==> config.mk <==
export PLATFORM = sky130hd
export DESIGN_NAME = cache_ctrl_flat
export DESIGN_NICKNAME = d
export VERILOG_FILES = /design/src/hdl/dcache_pkg.sv /design/src/hdl/ram_port_if.sv /design/src/hdl/tag_if.sv /design/src/hdl/cache_ctrl.sv /design/src/flat_wrapper.sv
export SDC_FILE = /design/constraint.sdc
export NUM_CORES = 1
export LEC_CHECK = 0
export CAP_MARGIN = 20
export CORE_ASPECT_RATIO = 0.75
export CORE_MARGIN = 1.5
export CORE_UTILIZATION = 40
export DETAILED_ROUTE_END_ITERATION = 10
export DONT_BUFFER_PORTS = 1
export SLEW_MARGIN = 20
export SYNTH_ARGS = -nofsm -noshare
export SYNTH_HDL_FRONTEND = slang
export SYNTH_SLANG_ARGS = --single-unit
==> constraint.sdc <==
create_clock -name clk -period 4.07 [get_ports clk]
set_clock_uncertainty 0.15 [all_clocks]
set_input_delay 0.814 -clock clk [delete_from_list [all_inputs] [get_ports clk]]
set_output_delay 0.814 -clock clk [all_outputs]
set_load 0.03 [all_outputs]
==> src/hdl/dcache_pkg.sv <==
`default_nettype none

package dcache_pkg;

    // data path
    localparam int WORD_BITS   = 32;
    localparam int STROBE_BITS = 4;

    // geometry, 16 KB over 2 ways
    localparam int WORDS_PER_LINE = 16;
    localparam int WAYS           = 2;
    localparam int SETS           = 128;

    // address split
    localparam int OFFSET_BITS = 4;
    localparam int INDEX_BITS  = 7;
    localparam int ALIGN_BITS  = 2;
    localparam int TAG_BITS    = 32 - INDEX_BITS - OFFSET_BITS - ALIGN_BITS;

    typedef logic [WORD_BITS-1:0]   word_t;
    typedef logic [STROBE_BITS-1:0] strobe_t;
    typedef logic [OFFSET_BITS-1:0] offset_t;
    typedef logic [INDEX_BITS-1:0]  index_t;
    typedef logic [TAG_BITS-1:0]    tag_t;
    typedef logic [$clog2(WAYS)-1:0] way_t;

    // byte address as seen on both buses
    typedef struct packed {
        tag_t                  tag;
        index_t                index;
        offset_t               offset;
        logic [ALIGN_BITS-1:0] align;
    } addr_t;

    // word address into the data array
    typedef struct packed {
        way_t    way;
        index_t  index;
        offset_t offset;
    } ram_addr_t;

    // refill sequencing
    typedef enum logic [1:0] {
        IDLE,
        WB_READ,
        WB_SEND,
        FETCH
    } ctrl_state_t;

endpackage

`default_nettype wire

==> src/hdl/ram_port_if.sv <==
`timescale 1ns/1ps
`default_nettype none

interface ram_port_if;

    logic                  en;
    dcache_pkg::strobe_t   strobe;
    dcache_pkg::ram_addr_t addr;
    dcache_pkg::word_t     wdata;
    dcache_pkg::word_t     rdata;

    modport ctrl (
        output en,
        output strobe,
        output addr,
        output wdata,
        input  rdata
    );

    modport ram (
        input  en,
        input  strobe,
        input  addr,
        input  wdata,
        output rdata
    );

endinterface

`default_nettype wire

==> src/hdl/tag_if.sv <==
`timescale 1ns/1ps
`default_nettype none

interface tag_if;

    // lookup and update requests
    dcache_pkg::index_t look_index;
    dcache_pkg::tag_t   look_tag;
    logic               hit_touch;
    logic               hit_write;
    logic               fill_en;

    // lookup results
    logic               hit;
    dcache_pkg::way_t   hit_way;
    dcache_pkg::way_t   victim_way;
    logic               victim_valid;
    logic               victim_dirty;
    dcache_pkg::tag_t   victim_tag;

    modport ctrl (
        output look_index, look_tag, hit_touch, hit_write, fill_en,
        input  hit, hit_way, victim_way, victim_valid, victim_dirty, victim_tag
    );

    modport store (
        input  look_index, look_tag, hit_touch, hit_write, fill_en,
        output hit, hit_way, victim_way, victim_valid, victim_dirty, victim_tag
    );

endinterface

`default_nettype wire

==> src/hdl/cache_ctrl.sv <==
`timescale 1ns/1ps
`default_nettype none

module cache_ctrl (
    input  logic                clk,
    input  logic                resetn,

    input  logic                req_valid,
    input  dcache_pkg::addr_t   req_addr,
    input  dcache_pkg::strobe_t req_strobe,
    input  dcache_pkg::word_t   req_data,
    output logic                addr_ok,
    output logic                data_ok,
    output dcache_pkg::word_t   resp_data,

    output logic                creq_valid,
    output logic                creq_is_write,
    output dcache_pkg::addr_t   creq_addr,
    output dcache_pkg::word_t   creq_data,
    input  logic                cresp_ready,
    input  logic                cresp_last,
    input  dcache_pkg::word_t   cresp_data,

    tag_if.ctrl                 tags,
    ram_port_if.ctrl            req_port,
    ram_port_if.ctrl            line_port
);

    localparam int OFFSET_BITS = dcache_pkg::OFFSET_BITS;

    dcache_pkg::ctrl_state_t state;
    // wide enough for the extra latency cycle of WB_READ
    logic [OFFSET_BITS:0]    beat;
    dcache_pkg::offset_t     beat_off;
    dcache_pkg::word_t       line_buf [dcache_pkg::WORDS_PER_LINE];
    logic                    accept;
    logic                    miss;

    assign beat_off = beat[OFFSET_BITS-1:0];

    assign tags.look_index = req_addr.index;
    assign tags.look_tag   = req_addr.tag;

    assign accept = (state == dcache_pkg::IDLE) && req_valid && tags.hit;
    assign miss   = (state == dcache_pkg::IDLE) && req_valid && !tags.hit;

    assign addr_ok        = accept;
    assign tags.hit_touch = accept;
    assign tags.hit_write = accept && (|req_strobe);
    assign tags.fill_en   = (state == dcache_pkg::FETCH) && cresp_ready && cresp_last;

    // hit path
    assign req_port.en     = accept;
    assign req_port.strobe = req_strobe;
    assign req_port.addr   = {tags.hit_way, req_addr.index, req_addr.offset};
    assign req_port.wdata  = req_data;
    assign resp_data       = req_port.rdata;

    always_ff @(posedge clk) begin
        if (resetn) begin
            data_ok <= 1'b0;
        end else begin
            data_ok <= accept;
        end
    end

    // refill path, victim way stays put until fill_en
    always_comb begin
        line_port.addr   = {tags.victim_way, req_addr.index, beat_off};
        line_port.wdata  = cresp_data;
        line_port.en     = 1'b0;
        line_port.strobe = '0;
        case (state)
            dcache_pkg::WB_READ: begin
                line_port.en = !beat[OFFSET_BITS];
            end
            dcache_pkg::FETCH: begin
                line_port.en     = cresp_ready;
                line_port.strobe = '1;
            end
            default: begin
            end
        endcase
    end

    // words land one cycle after their read
    always_ff @(posedge clk) begin
        if (state == dcache_pkg::WB_READ && beat != '0) begin
            line_buf[dcache_pkg::offset_t'(beat - 1'b1)] <= line_port.rdata;
        end
    end

    always_ff @(posedge clk) begin
        if (resetn) begin
            state <= dcache_pkg::IDLE;
            beat  <= '0;
        end else begin
            case (state)
                dcache_pkg::IDLE: begin
                    beat <= '0;
                    if (miss) begin
                        if (tags.victim_valid && tags.victim_dirty) begin
                            state <= dcache_pkg::WB_READ;
                        end else begin
                            state <= dcache_pkg::FETCH;
                        end
                    end
                end
                dcache_pkg::WB_READ: begin
                    if (beat[OFFSET_BITS]) begin
                        state <= dcache_pkg::WB_SEND;
                        beat  <= '0;
                    end else begin
                        beat <= beat + 1'b1;
                    end
                end
                dcache_pkg::WB_SEND: begin
                    if (cresp_ready) begin
                        beat <= beat + 1'b1;
                        if (cresp_last) begin
                            state <= dcache_pkg::FETCH;
                            beat  <= '0;
                        end
                    end
                end
                dcache_pkg::FETCH: begin
                    if (cresp_ready) begin
                        beat <= beat + 1'b1;
                        if (cresp_last) begin
                            state <= dcache_pkg::IDLE;
                            beat  <= '0;
                        end
                    end
                end
                default: begin
                    state <= dcache_pkg::IDLE;
                end
            endcase
        end
    end

    // memory bus, line-aligned bursts from word 0
    assign creq_valid    = (state == dcache_pkg::WB_SEND) || (state == dcache_pkg::FETCH);
    assign creq_is_write = (state == dcache_pkg::WB_SEND);
    assign creq_data     = line_buf[beat_off];

    always_comb begin
        creq_addr        = '0;
        creq_addr.index  = req_addr.index;
        creq_addr.tag    = req_addr.tag;
        if (state == dcache_pkg::WB_SEND) begin
            creq_addr.tag = tags.victim_tag;
        end
    end

endmodule

`default_nettype wire

==> src/flat_wrapper.sv <==
// flat-port wrapper written by rule: the top's interface ports become plain ports
module cache_ctrl_flat 
  (clk, resetn, req_valid, req_addr, req_strobe, req_data, addr_ok, data_ok, resp_data, creq_valid, creq_is_write, creq_addr, creq_data, cresp_ready, cresp_last, cresp_data, tags_look_index, tags_look_tag, tags_hit_touch, tags_hit_write, tags_fill_en, tags_hit, tags_hit_way, tags_victim_way, tags_victim_valid, tags_victim_dirty, tags_victim_tag, req_port_en, req_port_strobe, req_port_addr, req_port_wdata, req_port_rdata, line_port_en, line_port_strobe, line_port_addr, line_port_wdata, line_port_rdata);
  tag_if tags_i ();
  ram_port_if req_port_i ();
  ram_port_if line_port_i ();
  input  logic clk;
  input  logic resetn;
  input  logic req_valid;
  input  dcache_pkg::addr_t req_addr;
  input  dcache_pkg::strobe_t req_strobe;
  input  dcache_pkg::word_t req_data;
  output logic addr_ok;
  output logic data_ok;
  output dcache_pkg::word_t resp_data;
  output logic creq_valid;
  output logic creq_is_write;
  output dcache_pkg::addr_t creq_addr;
  output dcache_pkg::word_t creq_data;
  input  logic cresp_ready;
  input  logic cresp_last;
  input  dcache_pkg::word_t cresp_data;
  output wire logic [$bits(tags_i.look_index)-1:0] tags_look_index;
  output wire logic [$bits(tags_i.look_tag)-1:0] tags_look_tag;
  output wire logic [$bits(tags_i.hit_touch)-1:0] tags_hit_touch;
  output wire logic [$bits(tags_i.hit_write)-1:0] tags_hit_write;
  output wire logic [$bits(tags_i.fill_en)-1:0] tags_fill_en;
  input wire logic [$bits(tags_i.hit)-1:0] tags_hit;
  input wire logic [$bits(tags_i.hit_way)-1:0] tags_hit_way;
  input wire logic [$bits(tags_i.victim_way)-1:0] tags_victim_way;
  input wire logic [$bits(tags_i.victim_valid)-1:0] tags_victim_valid;
  input wire logic [$bits(tags_i.victim_dirty)-1:0] tags_victim_dirty;
  input wire logic [$bits(tags_i.victim_tag)-1:0] tags_victim_tag;
  output wire logic [$bits(req_port_i.en)-1:0] req_port_en;
  output wire logic [$bits(req_port_i.strobe)-1:0] req_port_strobe;
  output wire logic [$bits(req_port_i.addr)-1:0] req_port_addr;
  output wire logic [$bits(req_port_i.wdata)-1:0] req_port_wdata;
  input wire logic [$bits(req_port_i.rdata)-1:0] req_port_rdata;
  output wire logic [$bits(line_port_i.en)-1:0] line_port_en;
  output wire logic [$bits(line_port_i.strobe)-1:0] line_port_strobe;
  output wire logic [$bits(line_port_i.addr)-1:0] line_port_addr;
  output wire logic [$bits(line_port_i.wdata)-1:0] line_port_wdata;
  input wire logic [$bits(line_port_i.rdata)-1:0] line_port_rdata;
  assign tags_look_index = tags_i.look_index;
  assign tags_look_tag = tags_i.look_tag;
  assign tags_hit_touch = tags_i.hit_touch;
  assign tags_hit_write = tags_i.hit_write;
  assign tags_fill_en = tags_i.fill_en;
  assign tags_i.hit = tags_hit;
  assign tags_i.hit_way = tags_hit_way;
  assign tags_i.victim_way = tags_victim_way;
  assign tags_i.victim_valid = tags_victim_valid;
  assign tags_i.victim_dirty = tags_victim_dirty;
  assign tags_i.victim_tag = tags_victim_tag;
  assign req_port_en = req_port_i.en;
  assign req_port_strobe = req_port_i.strobe;
  assign req_port_addr = req_port_i.addr;
  assign req_port_wdata = req_port_i.wdata;
  assign req_port_i.rdata = req_port_rdata;
  assign line_port_en = line_port_i.en;
  assign line_port_strobe = line_port_i.strobe;
  assign line_port_addr = line_port_i.addr;
  assign line_port_wdata = line_port_i.wdata;
  assign line_port_i.rdata = line_port_rdata;
  cache_ctrl u_core (.clk(clk), .resetn(resetn), .req_valid(req_valid), .req_addr(req_addr), .req_strobe(req_strobe), .req_data(req_data), .addr_ok(addr_ok), .data_ok(data_ok), .resp_data(resp_data), .creq_valid(creq_valid), .creq_is_write(creq_is_write), .creq_addr(creq_addr), .creq_data(creq_data), .cresp_ready(cresp_ready), .cresp_last(cresp_last), .cresp_data(cresp_data), .tags(tags_i), .req_port(req_port_i), .line_port(line_port_i));
endmodule
==> flow_metrics.env <==
export IMPL_dr_pass1_iters=5
export IMPL_drv_cap=0
export IMPL_vdd_drop_max_uv=312
export IMPL_synth_area_leader_cell="edfxtp_1"
export IMPL_fp_row_count=73
export IMPL_ant_nets=0
export IMPL_power_uw=11700
export IMPL_cts_tree="built"
export IMPL_cts_resized=0
export IMPL_crit_path_max_incr_delay_ps=580
export IMPL_slew_violations=0
export IMPL_crit_chain="buf_4, mux4_2, a22oi_1, nand2_1"
export IMPL_period_needed_ps=3720
export IMPL_min_path_type="primary input to flip-flop"
export IMPL_cts_buffer_depth=3
export IMPL_die_x_um=270
export IMPL_hold_buffers=0
export IMPL_fillCellCount=4539
export IMPL_slew_limit_headroom_pct=31.2
export IMPL_final_design_area_no_fill_sq_mm=0.0230
export IMPL_syn_inst=1088
export IMPL_final_common_cell="edfxtp_1"
export IMPL_path_class="flip-flop to output port"
export IMPL_final_cell_mix="edfxtp_1, mux4_2, a22oi_1"
export IMPL_arrival_ps=2750
export IMPL_hold_ws_ps=135
export IMPL_place_inst=1625
export IMPL_num_vias=9398
export IMPL_synth_top_area_share_pct=71.8
export IMPL_hold_viol_final=0
export IMPL_final_period_utilization_pct=91.3
export IMPL_initial_core_util_pct=40.4
export IMPL_power_density_mw_per_mm2=508
export IMPL_cts_made_buffers=51
export IMPL_ys_warn_count=0
export IMPL_routed_wl_um=44500
export IMPL_final_cells=1720
export IMPL_clock_latency_ps=600
export IMPL_synth_area_leaders="edfxtp_1, mux4_2, buf_4"
export IMPL_cts_root_buf="clkbuf_16"
export IMPL_drt_iter0_markers=797
export IMPL_hpwl_um=25500
export IMPL_yosysSeqAreaShare_pct=72.9
export IMPL_antenna_found_initial=0
export IMPL_syn_avg_cell_area_sq_um=19.7
export IMPL_grt_overflow=0
export IMPL_wl_per_cell_um=25.9
export IMPL_grt_max_degree=43
export IMPL_gp_congestion=0.766
export IMPL_synth_edf_count=512
export IMPL_vias_per_cell=5.46
export IMPL_cp_end_kind="output port"
export IMPL_die_h_um=203
export IMPL_clk_transition_reported_paths_ps=60
export IMPL_synth_area_sq_mm=0.0214
export IMPL_finalSetupViolCount=0
export IMPL_worst_pin_slew_ps=1030
export IMPL_crit_required_ps=3110
export IMPL_die_area_sq_mm=0.0549
export IMPL_synthFlopType="edfxtp_1"
export IMPL_design_core_area_sq_mm=0.0530
export IMPL_status="completed"
export IMPL_fmax_ghz=0.269
export IMPL_placed_area_sq_mm=0.0214
export IMPL_grt_pass1_vias=9714
export IMPL_power_leakage_uw=0.00697
export IMPL_cp_num_buf_inv=1
export IMPL_ys_ff_latch=524
export IMPL_rsz0062_at_grt="false"
export IMPL_cp_slowest_cell="mux4_2"
export IMPL_grt_use_total_pct=16.2
export IMPL_htreeDepth=2
export IMPL_async_flop_share_pct=0
export IMPL_critPathLaunchType="flip-flop"
export IMPL_crit_fanout=30
export IMPL_port_buffers=0
export IMPL_critPathTopFamily="multiplexers"
export IMPL_io_pins=420
export IMPL_insertedDiodeCount=0
export IMPL_fin_nets=1170
export IMPL_cts_setup_buffers=0
export IMPL_setup_tns_final_ps=0
export IMPL_syn_to_final_growth_pct=7.50
export IMPL_drive_gt1_share_pct=28.1
export IMPL_cts_sinks=524
export IMPL_grt_pass1_wl_um=65300
export IMPL_drc=0
export IMPL_ys_types=38
[cell type report]
class,instances,area (sq um),share of cell area [%]
Tap cell,712,891,3.87
Multi-Input combinational cell,343,4430,19.3
Timing Repair Buffer,38,410,1.78
Inverter,8,30.0,0.130
Sequential cell,524,15600,67.9
Clock buffer,59,1310,5.68
Clock inverter,36,322,1.40
[sequential cells by signal, summed over array words and instances (netlist names), named ones only]
register and count:
u_core.data_ok 1, u_core.line_buf 512, u_core.state 2, u_core.beat 5
[logic make-up after synthesis]
logic type / count (synthesis) / synth area share [%]
compound gates: 83 / 2.86
xor+xnor: 1 / 0.0409
fa+ha+maj: 11 / 0.643
buf+inv: 226 / 7.11
flops: 524 / 72.9
mux: 148 / 14.5
other cells: 1 / 0.0175
simple gates: 94 / 1.88
[report_power, final]
group / switching, uW / internal (uW) / leakage, uW
Combinational: 688 / 466 / 0.00149
Sequential: 26.0 / 5930 / 0.00470
Clock: 2010 / 2580 / 0.000786
Total: 2720 / 8980 / 0.00697
[stage by stage]
step,util [%],setup slack [ps]
finish,43.4,354
global route,43.4,178
CTS,43.4,263
detailed placement,40.4,886
global placement,40.4,919
floorplan,-,921
[cells in the mapped netlist (5+ instances only)]
master,n
buf_2,7
inv_1,8
buf_1,10
nand3_1,5
clkbuf_1,23
mux2_2,19
edfxtp_1,512
dfxtp_1,12
nand2_1,44
mux4_2,128
a22oi_1,64
ha_1,11
buf_4,177
nor2_1,28
[per-layer routing]
layer  up-vias  routed length [um]  track usage (%)
met5         -                   0            0.263
met1      5067               19600             22.3
met4         0                 905             4.65
met3        65                3080             4.95
met2       306               20900             25.1
li1       3960                   -                -
[path summary, 6_finish.rpt]
kind	start	to	slack, ps	cells after the start
setup reg to reg	u_core.beat[1]	u_core.line_buf[1][10]	960	6
hold / removal	resetn	u_core.data_ok	140	1
setup / recovery	flip-flop	creq_data[3]	350	4
hold reg to reg	u_core.state[0]	u_core.state[0]	400	2
(Power assumes the default switching activity.)
